**config.mk**
```make
export PLATFORM = sky130hd
export DESIGN_NAME = proc_top
export DESIGN_NICKNAME = d
export VERILOG_FILES = /design/src/proc_pkg.sv /design/src/proc_alu.sv /design/src/proc_ctrl.sv /design/src/proc_dpath.sv /design/src/proc_regfile.sv /design/src/proc_top.sv
export SDC_FILE = /design/constraint.sdc
export NUM_CORES = 2
export LEC_CHECK = 0
export BUFFER_PORTS_ARGS = -buffer_cell sky130_fd_sc_hd__buf_2
export CORE_MARGIN = 1.5
export CORE_UTILIZATION = 49
export CTS_CLUSTER_SIZE = 40
export DETAILED_ROUTE_END_ITERATION = 6
export PLACE_DENSITY = 0.74
export SLEW_MARGIN = 5
export SYNTH_ARGS = -nofsm -noshare
export SYNTH_HDL_FRONTEND = slang
export SYNTH_SLANG_ARGS = --single-unit
```
**constraint.sdc**
```tcl
create_clock -name clk -period 18.7 [get_ports clk]
set_clock_uncertainty 0.1 [all_clocks]
set_input_delay 4.675 -clock clk [delete_from_list [all_inputs] [get_ports clk]]
set_output_delay 4.675 -clock clk [all_outputs]
set_load 0.02 [all_outputs]
```
**src/proc_pkg.sv**
```systemverilog
// Shared types and encodings for the five-stage core.
// Imported by every RTL module of the processor.
`default_nettype none

package proc_pkg;

  // Word and field widths
  typedef logic [31:0] word_t;
  typedef logic [4:0]  reg_addr_t;
  typedef logic [5:0]  opcode_t;
  typedef logic [5:0]  func_t;
  typedef logic [3:0]  alu_fn_t;
  typedef logic [1:0]  pc_sel_t;
  typedef logic [1:0]  op0_sel_t;
  typedef logic [2:0]  op1_sel_t;

  // --------------------
  // Instruction encodings
  // --------------------
  localparam opcode_t op_rtype = 6'b000000;
  localparam opcode_t op_addiu = 6'b001001;
  localparam opcode_t op_ori   = 6'b001101;
  localparam opcode_t op_lui   = 6'b001111;
  localparam opcode_t op_lw    = 6'b100011;
  localparam opcode_t op_sw    = 6'b101011;
  localparam opcode_t op_beq   = 6'b000100;
  localparam opcode_t op_bne   = 6'b000101;
  localparam opcode_t op_j     = 6'b000010;
  localparam opcode_t op_cop0  = 6'b010000;

  localparam func_t fn_addu = 6'b100001;
  localparam func_t fn_subu = 6'b100011;
  localparam func_t fn_and  = 6'b100100;
  localparam func_t fn_or   = 6'b100101;
  localparam func_t fn_slt  = 6'b101010;
  localparam func_t fn_jr   = 6'b001000;

  // ALU functions
  localparam alu_fn_t alu_add = 4'd0;
  localparam alu_fn_t alu_sub = 4'd1;
  localparam alu_fn_t alu_and = 4'd2;
  localparam alu_fn_t alu_or  = 4'd3;
  localparam alu_fn_t alu_slt = 4'd4;
  localparam alu_fn_t alu_sll = 4'd5;
  localparam alu_fn_t alu_cp1 = 4'd6;

  // --------------------
  // Mux selects
  // --------------------
  localparam pc_sel_t pc_br    = 2'd0;
  localparam pc_sel_t pc_jr    = 2'd1;
  localparam pc_sel_t pc_j     = 2'd2;
  localparam pc_sel_t pc_plus4 = 2'd3;

  localparam op0_sel_t op0_shamt   = 2'd0;
  localparam op0_sel_t op0_rs      = 2'd1;
  localparam op0_sel_t op0_sixteen = 2'd2;

  localparam op1_sel_t op1_rt   = 3'd0;
  localparam op1_sel_t op1_simm = 3'd1;
  localparam op1_sel_t op1_pc4  = 3'd2;
  localparam op1_sel_t op1_zimm = 3'd3;
  localparam op1_sel_t op1_mngr = 3'd4;

  // First fetch address
  localparam word_t reset_vector = 32'h0000_1000;

endpackage

`default_nettype wire

```
**src/proc_alu.sv**
```systemverilog
// Combinational ALU of the X stage.
// Also flags equal operands for beq and bne.
`timescale 1ns/1ps
`default_nettype none

module proc_alu import proc_pkg::*; (
  input  word_t   in0,
  input  word_t   in1,
  input  alu_fn_t fn,
  output word_t   out,
  output logic    ops_eq
);

  always_comb begin
    case (fn)
      alu_add: out = in0 + in1;
      alu_sub: out = in0 - in1;
      alu_and: out = in0 & in1;
      alu_or:  out = in0 | in1;
      // Signed compare
      alu_slt: out = {31'b0, $signed(in0) < $signed(in1)};
      // Shift amount taken from operand 0, lui sets it to sixteen
      alu_sll: out = in1 << in0[4:0];
      alu_cp1: out = in1;
      default: out = '0;
    endcase
  end

  assign ops_eq = (in0 == in1);

endmodule

`default_nettype wire

```
**src/proc_ctrl.sv**
```systemverilog
// Pipeline control: decode in D, per-stage control bits and valid bits,
// RAW stall, branch and jump squash, and the manager strobe
`timescale 1ns/1ps
`default_nettype none

module proc_ctrl import proc_pkg::*; (
  input  logic      clk,
  input  logic      rst_n,
  input  word_t     inst_d,
  input  logic      br_cond_eq_x,
  output pc_sel_t   pc_sel_f,
  output logic      reg_en_f,
  output logic      reg_en_d,
  output logic      reg_en_x,
  output logic      reg_en_m,
  output logic      reg_en_w,
  output logic      squash_f,
  output op0_sel_t  op0_sel_d,
  output op1_sel_t  op1_sel_d,
  output alu_fn_t   alu_fn_x,
  output logic      wb_sel_m,
  output reg_addr_t rf_waddr_w,
  output logic      rf_wen_w,
  output logic      dmem_wen,
  output logic      to_mngr_val
);

  opcode_t   opcode_d;
  func_t     func_d;
  reg_addr_t rs_d, rt_d, waddr_d, waddr_x, waddr_m;
  alu_fn_t   alu_fn_d;
  logic      rs_en_d, rt_en_d, beq_d, bne_d, j_d, jr_d, lw_d, sw_d, wen_d, mtc0_d;
  logic      beq_x, bne_x, lw_x, sw_x, wen_x, mtc0_x, wen_m, mtc0_m, wen_w, mtc0_w;
  logic      val_f, val_d, val_x, val_m, val_w;
  logic      rs_hit, rt_hit, stall_d, squash_x, jump_d, go_x;

  assign opcode_d = inst_d[31:26];
  assign func_d   = inst_d[5:0];
  assign rs_d     = inst_d[25:21];
  assign rt_d     = inst_d[20:16];

  // --------------------
  // Decode
  // --------------------
  always_comb begin
    op0_sel_d = op0_rs;
    op1_sel_d = op1_rt;
    alu_fn_d  = alu_add;
    waddr_d   = rt_d;
    {rs_en_d, rt_en_d, beq_d, bne_d, j_d, jr_d} = '0;
    {lw_d, sw_d, wen_d, mtc0_d} = '0;
    case (opcode_d)
      op_rtype: begin
        {rs_en_d, rt_en_d, wen_d} = 3'b111;
        waddr_d = inst_d[15:11];
        case (func_d)
          fn_addu: alu_fn_d = alu_add;
          fn_subu: alu_fn_d = alu_sub;
          fn_and:  alu_fn_d = alu_and;
          fn_or:   alu_fn_d = alu_or;
          fn_slt:  alu_fn_d = alu_slt;
          fn_jr:   {rt_en_d, wen_d, jr_d} = 3'b001;
          default: {rs_en_d, rt_en_d, wen_d} = 3'b000;
        endcase
      end
      op_addiu: {op1_sel_d, rs_en_d, wen_d} = {op1_simm, 2'b11};
      op_ori: begin
        {op1_sel_d, rs_en_d, wen_d} = {op1_zimm, 2'b11};
        alu_fn_d = alu_or;
      end
      op_lui: begin
        {op0_sel_d, op1_sel_d, wen_d} = {op0_sixteen, op1_zimm, 1'b1};
        alu_fn_d = alu_sll;
      end
      op_lw:  {op1_sel_d, rs_en_d, wen_d, lw_d} = {op1_simm, 3'b111};
      op_sw:  {op1_sel_d, rs_en_d, rt_en_d, sw_d} = {op1_simm, 3'b111};
      op_beq: {rs_en_d, rt_en_d, beq_d} = 3'b111;
      op_bne: {rs_en_d, rt_en_d, bne_d} = 3'b111;
      op_j:   j_d = 1'b1;
      op_cop0: begin
        alu_fn_d = alu_cp1;
        // rs field tells mfc0 from mtc0
        if (rs_d == 5'b00000) begin
          {op1_sel_d, wen_d} = {op1_mngr, 1'b1};
        end else if (rs_d == 5'b00100) begin
          {rt_en_d, mtc0_d} = 2'b11;
        end
      end
      default: ;
    endcase
  end

  // --------------------
  // Hazards and redirects
  // --------------------
  // Any valid writer ahead of D blocks the read until it leaves W
  assign rs_hit = (rs_d != '0) && ((val_x && wen_x && waddr_x == rs_d)
               || (val_m && wen_m && waddr_m == rs_d) || (val_w && wen_w && rf_waddr_w == rs_d));
  assign rt_hit = (rt_d != '0) && ((val_x && wen_x && waddr_x == rt_d)
               || (val_m && wen_m && waddr_m == rt_d) || (val_w && wen_w && rf_waddr_w == rt_d));

  assign squash_x = val_x && ((beq_x && br_cond_eq_x) || (bne_x && !br_cond_eq_x));
  assign stall_d  = val_d && !squash_x && ((rs_en_d && rs_hit) || (rt_en_d && rt_hit));
  assign jump_d   = val_d && !squash_x && !stall_d && (j_d || jr_d);
  assign go_x     = val_d && !squash_x && !stall_d;

  assign pc_sel_f = squash_x ? pc_br : (jump_d ? (jr_d ? pc_jr : pc_j) : pc_plus4);
  // Fetch slot is a bubble until the first word returns
  assign squash_f = squash_x || jump_d || !val_f;
  assign reg_en_f = !stall_d;
  assign reg_en_d = !stall_d;
  assign reg_en_x = go_x;
  assign reg_en_m = val_x;
  assign reg_en_w = val_m;

  // --------------------
  // Stage registers
  // --------------------
  always_ff @(posedge clk) begin
    if (!rst_n) begin
      {val_f, val_d, val_x, val_m, val_w} <= '0;
    end else begin
      val_f <= 1'b1;
      if (reg_en_d) begin
        val_d <= !squash_f;
      end
      val_x <= go_x;
      val_m <= val_x;
      val_w <= val_m;
    end
  end

  always_ff @(posedge clk) begin
    if (go_x) begin
      alu_fn_x <= alu_fn_d;
      {beq_x, bne_x, lw_x, sw_x, wen_x, mtc0_x} <= {beq_d, bne_d, lw_d, sw_d, wen_d, mtc0_d};
      waddr_x <= waddr_d;
    end
    {wb_sel_m, wen_m, mtc0_m, waddr_m} <= {lw_x, wen_x, mtc0_x, waddr_x};
    {wen_w, mtc0_w, rf_waddr_w} <= {wen_m, mtc0_m, waddr_m};
  end

  assign rf_wen_w    = val_w && wen_w;
  assign to_mngr_val = val_w && mtc0_w;
  assign dmem_wen    = val_x && sw_x;

endmodule

`default_nettype wire

```
**src/proc_dpath.sv**
```systemverilog
// Datapath of the five-stage pipeline, F D X M W.
// All steering comes from proc_ctrl; memories sit outside the core.
`timescale 1ns/1ps
`default_nettype none

module proc_dpath import proc_pkg::*; #(
  parameter word_t reset_pc = reset_vector
) (
  input  logic      clk,
  input  logic      rst_n,
  output word_t     imem_addr,
  input  word_t     imem_data,
  output word_t     dmem_addr,
  output word_t     dmem_wdata,
  input  word_t     dmem_rdata,
  input  word_t     from_mngr_data,
  output word_t     to_mngr_data,
  input  pc_sel_t   pc_sel_f,
  input  logic      reg_en_f,
  input  logic      reg_en_d,
  input  logic      reg_en_x,
  input  logic      reg_en_m,
  input  logic      reg_en_w,
  input  logic      squash_f,
  input  op0_sel_t  op0_sel_d,
  input  op1_sel_t  op1_sel_d,
  input  alu_fn_t   alu_fn_x,
  input  logic      wb_sel_m,
  input  reg_addr_t rf_waddr_w,
  input  logic      rf_wen_w,
  output word_t     inst_d,
  output logic      br_cond_eq_x
);

  // sll r0, r0, 0
  localparam word_t nop_inst = 32'h0000_0000;

  word_t pc_f, pc_plus4_f, pc_mux_f, pc_next_f;
  word_t br_target_x, j_target_d, jr_target_d;

  // --------------------
  // F stage
  // --------------------
  assign pc_plus4_f = pc_f + 32'd4;

  always_comb begin
    case (pc_sel_f)
      pc_br:   pc_mux_f = br_target_x;
      pc_jr:   pc_mux_f = jr_target_d;
      pc_j:    pc_mux_f = j_target_d;
      default: pc_mux_f = pc_plus4_f;
    endcase
  end

  // A held fetch re-issues its own address so the word comes back again
  assign pc_next_f = reg_en_f ? pc_mux_f : pc_f;
  assign imem_addr = pc_next_f;

  always_ff @(posedge clk) begin
    if (!rst_n) begin
      pc_f <= reset_pc - 32'd4;
    end else if (reg_en_f) begin
      pc_f <= pc_next_f;
    end
  end

  // --------------------
  // D stage
  // --------------------
  word_t pc_plus4_d, rdata0_d, rdata1_d, rf_wdata_w;
  word_t imm_sext_d, imm_zext_d, op0_d, op1_d, br_target_d;

  always_ff @(posedge clk) begin
    if (!rst_n) begin
      inst_d <= nop_inst;
    end else if (reg_en_d) begin
      inst_d <= squash_f ? nop_inst : imem_data;
    end
  end

  always_ff @(posedge clk) begin
    if (reg_en_d) begin
      pc_plus4_d <= pc_plus4_f;
    end
  end

  proc_regfile u_regfile (
    .clk    (clk),
    .rst_n  (rst_n),
    .raddr0 (inst_d[25:21]),
    .rdata0 (rdata0_d),
    .raddr1 (inst_d[20:16]),
    .rdata1 (rdata1_d),
    .wen    (rf_wen_w),
    .waddr  (rf_waddr_w),
    .wdata  (rf_wdata_w)
  );

  assign imm_sext_d  = {{16{inst_d[15]}}, inst_d[15:0]};
  assign imm_zext_d  = {16'b0, inst_d[15:0]};
  assign br_target_d = pc_plus4_d + {imm_sext_d[29:0], 2'b00};
  assign j_target_d  = {pc_plus4_d[31:28], inst_d[25:0], 2'b00};
  assign jr_target_d = rdata0_d;

  // Operand muxes
  always_comb begin
    case (op0_sel_d)
      op0_shamt:   op0_d = {27'b0, inst_d[10:6]};
      op0_sixteen: op0_d = 32'd16;
      default:     op0_d = rdata0_d;
    endcase
    case (op1_sel_d)
      op1_simm: op1_d = imm_sext_d;
      op1_pc4:  op1_d = pc_plus4_d;
      op1_zimm: op1_d = imm_zext_d;
      op1_mngr: op1_d = from_mngr_data;
      default:  op1_d = rdata1_d;
    endcase
  end

  // --------------------
  // X stage
  // --------------------
  word_t op0_x, op1_x, sdata_x, alu_result_x;

  always_ff @(posedge clk) begin
    if (reg_en_x) begin
      op0_x       <= op0_d;
      op1_x       <= op1_d;
      sdata_x     <= rdata1_d;
      br_target_x <= br_target_d;
    end
  end

  proc_alu u_alu (
    .in0    (op0_x),
    .in1    (op1_x),
    .fn     (alu_fn_x),
    .out    (alu_result_x),
    .ops_eq (br_cond_eq_x)
  );

  assign dmem_addr  = alu_result_x;
  assign dmem_wdata = sdata_x;

  // --------------------
  // M and W stages
  // --------------------
  word_t ex_result_m, wb_result_w;

  always_ff @(posedge clk) begin
    if (reg_en_m) begin
      ex_result_m <= alu_result_x;
    end
    if (reg_en_w) begin
      wb_result_w <= wb_sel_m ? dmem_rdata : ex_result_m;
    end
  end

  assign rf_wdata_w   = wb_result_w;
  assign to_mngr_data = wb_result_w;

endmodule

`default_nettype wire

```
**src/proc_regfile.sv**
```systemverilog
// 32 x 32-bit register file, two combinational reads and one write port.
// Register 0 always reads as zero.
`timescale 1ns/1ps
`default_nettype none

module proc_regfile import proc_pkg::*; (
  input  logic      clk,
  input  logic      rst_n,
  input  reg_addr_t raddr0,
  output word_t     rdata0,
  input  reg_addr_t raddr1,
  output word_t     rdata1,
  input  logic      wen,
  input  reg_addr_t waddr,
  input  word_t     wdata
);

  word_t regs [32];

  // No write lands while reset is held
  always_ff @(posedge clk) begin
    if (rst_n && wen && (waddr != '0)) begin
      regs[waddr] <= wdata;
    end
  end

  // Entry 0 is never written, so mask its read
  assign rdata0 = (raddr0 == '0) ? '0 : regs[raddr0];
  assign rdata1 = (raddr1 == '0) ? '0 : regs[raddr1];

endmodule

`default_nettype wire

```
**src/proc_top.sv**
```systemverilog
// Top of the processor core, control and datapath joined.
// Memories and the manager connect to its ports.
`timescale 1ns/1ps
`default_nettype none

module proc_top import proc_pkg::*; #(
  parameter word_t reset_pc = reset_vector
) (
  input  logic  clk,
  input  logic  rst_n,
  output word_t imem_addr,
  input  word_t imem_data,
  output word_t dmem_addr,
  output logic  dmem_wen,
  output word_t dmem_wdata,
  input  word_t dmem_rdata,
  input  word_t from_mngr_data,
  output word_t to_mngr_data,
  output logic  to_mngr_val
);

  // Control to datapath
  pc_sel_t   pc_sel_f;
  logic      reg_en_f, reg_en_d, reg_en_x, reg_en_m, reg_en_w, squash_f;
  op0_sel_t  op0_sel_d;
  op1_sel_t  op1_sel_d;
  alu_fn_t   alu_fn_x;
  logic      wb_sel_m, rf_wen_w;
  reg_addr_t rf_waddr_w;

  // Datapath status
  word_t     inst_d;
  logic      br_cond_eq_x;

  proc_ctrl u_ctrl (
    .clk          (clk),
    .rst_n        (rst_n),
    .inst_d       (inst_d),
    .br_cond_eq_x (br_cond_eq_x),
    .pc_sel_f     (pc_sel_f),
    .reg_en_f     (reg_en_f),
    .reg_en_d     (reg_en_d),
    .reg_en_x     (reg_en_x),
    .reg_en_m     (reg_en_m),
    .reg_en_w     (reg_en_w),
    .squash_f     (squash_f),
    .op0_sel_d    (op0_sel_d),
    .op1_sel_d    (op1_sel_d),
    .alu_fn_x     (alu_fn_x),
    .wb_sel_m     (wb_sel_m),
    .rf_waddr_w   (rf_waddr_w),
    .rf_wen_w     (rf_wen_w),
    .dmem_wen     (dmem_wen),
    .to_mngr_val  (to_mngr_val)
  );

  proc_dpath #(.reset_pc(reset_pc)) u_dpath (
    .clk            (clk),
    .rst_n          (rst_n),
    .imem_addr      (imem_addr),
    .imem_data      (imem_data),
    .dmem_addr      (dmem_addr),
    .dmem_wdata     (dmem_wdata),
    .dmem_rdata     (dmem_rdata),
    .from_mngr_data (from_mngr_data),
    .to_mngr_data   (to_mngr_data),
    .pc_sel_f       (pc_sel_f),
    .reg_en_f       (reg_en_f),
    .reg_en_d       (reg_en_d),
    .reg_en_x       (reg_en_x),
    .reg_en_m       (reg_en_m),
    .reg_en_w       (reg_en_w),
    .squash_f       (squash_f),
    .op0_sel_d      (op0_sel_d),
    .op1_sel_d      (op1_sel_d),
    .alu_fn_x       (alu_fn_x),
    .wb_sel_m       (wb_sel_m),
    .rf_waddr_w     (rf_waddr_w),
    .rf_wen_w       (rf_wen_w),
    .inst_d         (inst_d),
    .br_cond_eq_x   (br_cond_eq_x)
  );

endmodule

`default_nettype wire
```
; ---- After elaboration in Yosys (flattened, before gate mapping)
; Memories as Yosys holds them, arrays and structs flattened. A register that Yosys moved wholly into a read port is not among the register bits.
; Index checks and enable logic that the tools add are counted.
; W data, S select, Z words.
[word_totals]
ff_bits = 323
ramBits = 1024
output_inout_bits = 130
wordCells = 168
n_memories = 1
[memory_table]
columns = memory, depth, width, rd, rd_clocked_by_memory_dff, write_ports, line_no
row1 = u_dpath.u_regfile.regs, 32, 32, 2, 2, 1, proc_regfile.sv:18  ; word_t regs [32];
[classes]
add_sub_neg = 4
n_lt_le_gt_ge = 1
eq_ne = 36
shifts = 1
n_mux = 40
bitwise_logic = 2
reduce_logical = 54
[op_table]
columns = cell, n
row1 = $pmux W32 S7, 1
row2 = $mux W32, 5
row3 = $pmux W32 S4, 1
row4 = $pmux W32 S3, 1
row5 = $add A32 B32 Y32, 2
row6 = $pmux W32 S2, 1
row7 = $eq A6 B6 Y1 const B, 7
row8 = $add A32 B3 Y32 const B, 1
row9 = $and A32 B32 Y32, 1
row10 = $eq A32 B32 Y1, 1
row11 = $lt A32 B32 Y1, 1
row12 = $or A32 B32 Y32, 1
row13 = $shl A32 B5 Y32, 1
row14 = $sub A32 B32 Y32, 1
row15 = $eq A5 B5 Y1, 6
row16 = $mux W5, 5
row17 = $eq A6 B4 Y1 const B, 4
row18 = $logic_and A1 B1 Y1, 24
row19 = $pmux W4 S4, 1
row20 = $mux W1, 15
row21 = $reduce_bool A5 Y1, 3
row22 = $eq A4 B3 Y1 const B, 3
row23 = $eq A6 B3 Y1 const B, 2
row24 = $pmux W3 S4, 1
row25 = other kinds (26), 49

; ---- Longest topological paths before layout
[depth]
word_depth = 16
ltp_mapped = 17
depth_no_buf = 14

; ---- Cells and area by module
; A second synthesis with hierarchy kept.
[hier_totals]
cells_unflattened = 4862
hier_area_um2 = 70599.0
[by_module_without_submodules]
columns = mod, n_inst, cells_each, area_per_inst_um2
row1 = proc_regfile, 1, 2370, 47195.3
row2 = proc_dpath, 1, 1318, 14686.6
row3 = proc_alu, 1, 1001, 6907.9
row4 = proc_ctrl, 1, 173, 1809.2

; ---- Least setup slack after synthesis
; No wires, ideal clock.
[synth_path]
kind = flip-flop to output port
startpoint = reg u_dpath.op0_x[1]
endpoint = out imem_addr[15]
t_arrival_ns = 9.859
t_required_ns = 13.925
setup_slack_ns = 4.066
stages_incl_launch_ff = 15
path_buffers = 3
path_cell_list = edfxtp_1 > buf_2 > buf_1 > clkbuf_1 > inv_1 > ha_1 > nor4_1 > and3_1 > a31o_2 > a21oi_4 > nand2b_4 > nor3_2 > nand2_1 > or2_2 > a21oi_1
[synth_between]
elab_chain_cells = 16
elab_cells_between_ends = 19
cone_classes = eq/ne (3) / mux (4) / reduce/logical (12)
[synth_rtl]
columns = item, line_no
row1 = start: declaration, proc_dpath.sv:124  ; word_t op0_x, op1_x, sdata_x, alu_result_x;
row2 = start signal: assignment, proc_dpath.sv:128  ; op0_x <= op0_d;
row3 = $eq A32 B32 Y1 (*), proc_alu.sv:29  ; assign ops_eq = (in0 == in1);
row4 = $logic_not A1 Y1, proc_ctrl.sv:102  ; assign squash_x = val_x && ((beq_x && br_cond_eq_x) || (bne_x && !br_cond_eq_x));
row5 = $logic_and A1 B1 Y1, proc_ctrl.sv:102
row6 = $logic_or A1 B1 Y1 (*), proc_ctrl.sv:102
row7 = $logic_and A1 B1 Y1 (*), proc_ctrl.sv:102
row8 = $logic_not A1 Y1 (*), --
row9 = $logic_and A1 B1 Y1 (*), --
row10 = $logic_and A1 B1 Y1, proc_ctrl.sv:103  ; assign stall_d = val_d && !squash_x && ((rs_en_d && rs_hit) || (rt_en_d && rt_hit));
row11 = $logic_not A1 Y1, --
row12 = $logic_and A1 B1 Y1 (*), --
row13 = named net reg_en_x, proc_top.sv:24  ; logic reg_en_f, reg_en_d, reg_en_x, reg_en_m, reg_en_w, squash_f;
row14 = $logic_and A1 B1 Y1 (*), proc_ctrl.sv:104  ; assign jump_d = val_d && !squash_x && !stall_d && (j_d || jr_d);
row15 = $mux W2 (*) (2 in series), proc_ctrl.sv:107  ; assign pc_sel_f = squash_x ? pc_br : (jump_d ? (jr_d ? pc_jr : pc_j) : pc_plus4);
row16 = $eq A2 B2 Y1 (tied with other cells), proc_dpath.sv:47  ; case (pc_sel_f)
row17 = $pmux W32 S3 (*), proc_dpath.sv:47
row18 = $mux W32 (*), proc_dpath.sv:56  ; assign pc_next_f = reg_en_f ? pc_mux_f : pc_f;
row19 = end: declaration, proc_top.sv:11  ; output word_t imem_addr,
; The timed path passes the listed nets; every way through them passes the cells marked *.

; ---- Worst setup path after layout
[layout_path]
startpoint = reg u_dpath.op0_x[2]
endpoint = out imem_addr[15]
; The elaborated chain is that of the path after synthesis.

==> impl_metrics.ini <==
[timing]
max_freq_mhz = 84.3
final_max_slew_viol_count = 0
relSlewSlack_pct = 17.2
grt_setup_unrepaired = no
hold_slack_ps = 235
tightestPinTransition_ps = 1240
finalHoldViolCount = 0
tns_ps = 0
fin_crit_ps = 11860
period_share_pct = 63.4
final-setup-viol-count = 0

[logic_synthesis]
synthesis.area_per_instance_um2 = 16.4
synth_edf_count = 1262
synth_warnings = 0
seq_area_frac_synth_pct = 58.3
synthCells = 4171
netlist_top_cells_area = edfxtp_1 56%, mux4_2 22%, dfxtp_1 2.8%, ha_1 2.3%, a21oi_1 1.2%
netlist_area_um2 = 68300
ys_ff_latch = 1356
async_flop_share_pct = 0
synth_area_leader_cell = edfxtp_1
ys.flop_type = edfxtp_1
synth_top_area_share_pct = 55.5
yosysUniqueCellTypes = 92

[grt]
antenna_found_initial = 10
track_usage_pct = 30.8
grt_overflow = 0
grt_pass1_wl_um = 311000
grt_start_max_net_pins = 117
first_global_vias = 43200

[route]
drc = 31
antenna_left = 0
drt_iter0_drc = 7598
routed_wl_um = 219000
wire_per_inst_um = 34.8
routed_via_density = 7.03
drt-pass1-iter-count = 7
vias = 44200

[hold_path]
hp-start = u_ctrl.mtc0_m
hold_path.class = register to register

[setup_path]
r2r-start = u_dpath.op0_x[2]
path_max_fanout = 81
critPathCaptureType = output port
startpoint = u_dpath.op0_x[2]
critPathKind = register to output port
arrival_ps = 7080
critPathRequiredTime_ps = 13930
cp-start-kind = register

[clock_network]
cts_setup_buffers = 0
cts_made_buffers = 141
holdBufCountCts = 0
clock_latency_ps = 800
cts-root-buf = clkbuf_16
clock_sinks = 1356
clockBufferDepth = 3
cts_tree = yes
cts_resized = 0
cts_htree_levels = 4
clk_pin_slew_ps = 60

[power_and_ir_drop]
ir_drop_uv = 119
power.density_nw_per_um2 = 93.0
leakage_uw = 0.0251

[final_layout]
num-fill-cells = 10600
layout_common_cells = 1262 x edfxtp_1, 666 x mux4_2, 227 x buf_2
synthToLayoutAreaGrowth_pct = 11.7
layout-drive-gt1-share_pct = 30.0
nets = 4604
final_common_cell = edfxtp_1

[floorplanning]
die_h_um = 376
start_util_pct = 49.5
core_um2 = 138000
die-area_um2 = 142000
rows = 136
io_pins = 228
die_w_um = 376

[run]
max-cap-violations = 0

[place]
io_buffers = 227
dp_hpwl_um = 134000
gp_congestion = 1.02

[run_status]
violations = DRC
outcome = complete, but fails checks
-- sequential cells by signal (all words and copies together), names as in the netlist, 3 cells and up, named ones only --
| register | flops |
|---|---|
| u_dpath.inst_d | 32 |
| u_ctrl.waddr_m | 5 |
| u_ctrl.rf_waddr_w | 5 |
| u_dpath.br_target_x | 32 |
| u_dpath.pc_plus4_d | 32 |
| u_dpath.ex_result_m | 32 |
| u_dpath.op0_x | 32 |
| u_dpath.pc_f | 32 |
| u_ctrl.alu_fn_x | 3 |
| u_dpath.dmem_wdata | 32 |
| u_dpath.u_regfile.regs | 1024 |
| u_dpath.op1_x | 32 |
| u_dpath.to_mngr_data | 32 |
| u_ctrl.waddr_x | 5 |
-- kinds of logic after synthesis --
family | Yosys count | share of synthesized area (%)
muxes | 772 | 23.6
AOI/OAI and AO/OA | 645 | 6.55
other | 1 | 0.00549
adders and majority gates | 129 | 2.40
and+or+nand+nor | 756 | 5.47
buffers and inverters | 423 | 2.54
xor gates and xnor gates | 89 | 1.14
DFF | 1356 | 58.3
-- cells in the mapped netlist, types with 59 or more instances --
library cell and count:
edfxtp_1 1262, nand2b_1 83, o21ai_0 83, a21oi_1 170, nand2_1 222, dfxtp_1 94, inv_1 119, mux4_2 666
nand3_1 62, buf_2 74, nor2_1 171, xnor2_1 59, clkbuf_1 177, ha_1 126
-- power breakdown --
part,switching (µW),total (µW),internal [µW],leakage [µW]
clock network,1200,2850,1660,0.00224
registers,68.6,3430,3360,0.0123
logic,494,810,316,0.0106
-- per-layer routing --
metal | GRT usage, % | part of all wire (%) | wire (µm)
met2 | 48.1 | 47 | 103000
met5 | 0 | 0.012 | 26
met4 | 16.5 | 6.0 | 13200
met3 | 8.35 | 12 | 26900
met1 | 39.5 | 35 | 75900
-- final timing paths --
path	slack, ps	to	cells after the start
worst max register to register	12260	u_dpath.pc_f[27]	13
worst min register to register	240	u_ctrl.mtc0_w	0
worst max-delay path	6840	imem_addr[15]	13
worst min-delay path	240	u_ctrl.mtc0_w	0
-- cell type report --
cell class,instances,area [µm²],share of cell area [%]
clock inverters,69,754,0.990
diodes,3,7.51,0.00985
multi-input cells,2423,27100,35.6
clock buffers,184,3840,5.04
repair buffers,335,1970,2.59
well taps,1794,2240,2.94
inverters,120,450,0.591
flip-flops and latches,1356,39800,52.2
-- through the flow --
stage / power [µW] / cell area (µm²) / setup slack, ps / instances / utilization, %
after floorplan: 3990 / 68400 / 4070 / 4202 / -
after global placement: 4270 / 71600 / 7900 / 6028 / 52.0
after detailed placement: 4270 / 71600 / 7790 / 6028 / 52.0
after CTS: 7090 / 76200 / 6910 / 6281 / 55.3
after global routing: 7260 / 76200 / 6460 / 6281 / 55.3
final: 7090 / 76200 / 6840 / 6284 / 55.3
-- critical path, cell delays in order (launching register included) --
cell and delay (ps):
edfxtp_1 900, inv_1 730, ha_1 650, nor4_1 260, and3_1 270, a31o_2 210, a21oi_4 240, nand2b_4 270
nor3_4 120, buf_4 960, nand2_1 760, or2_2 510, a21oi_1 170, buf_2 200
Power figures use the tool's default switching activity.
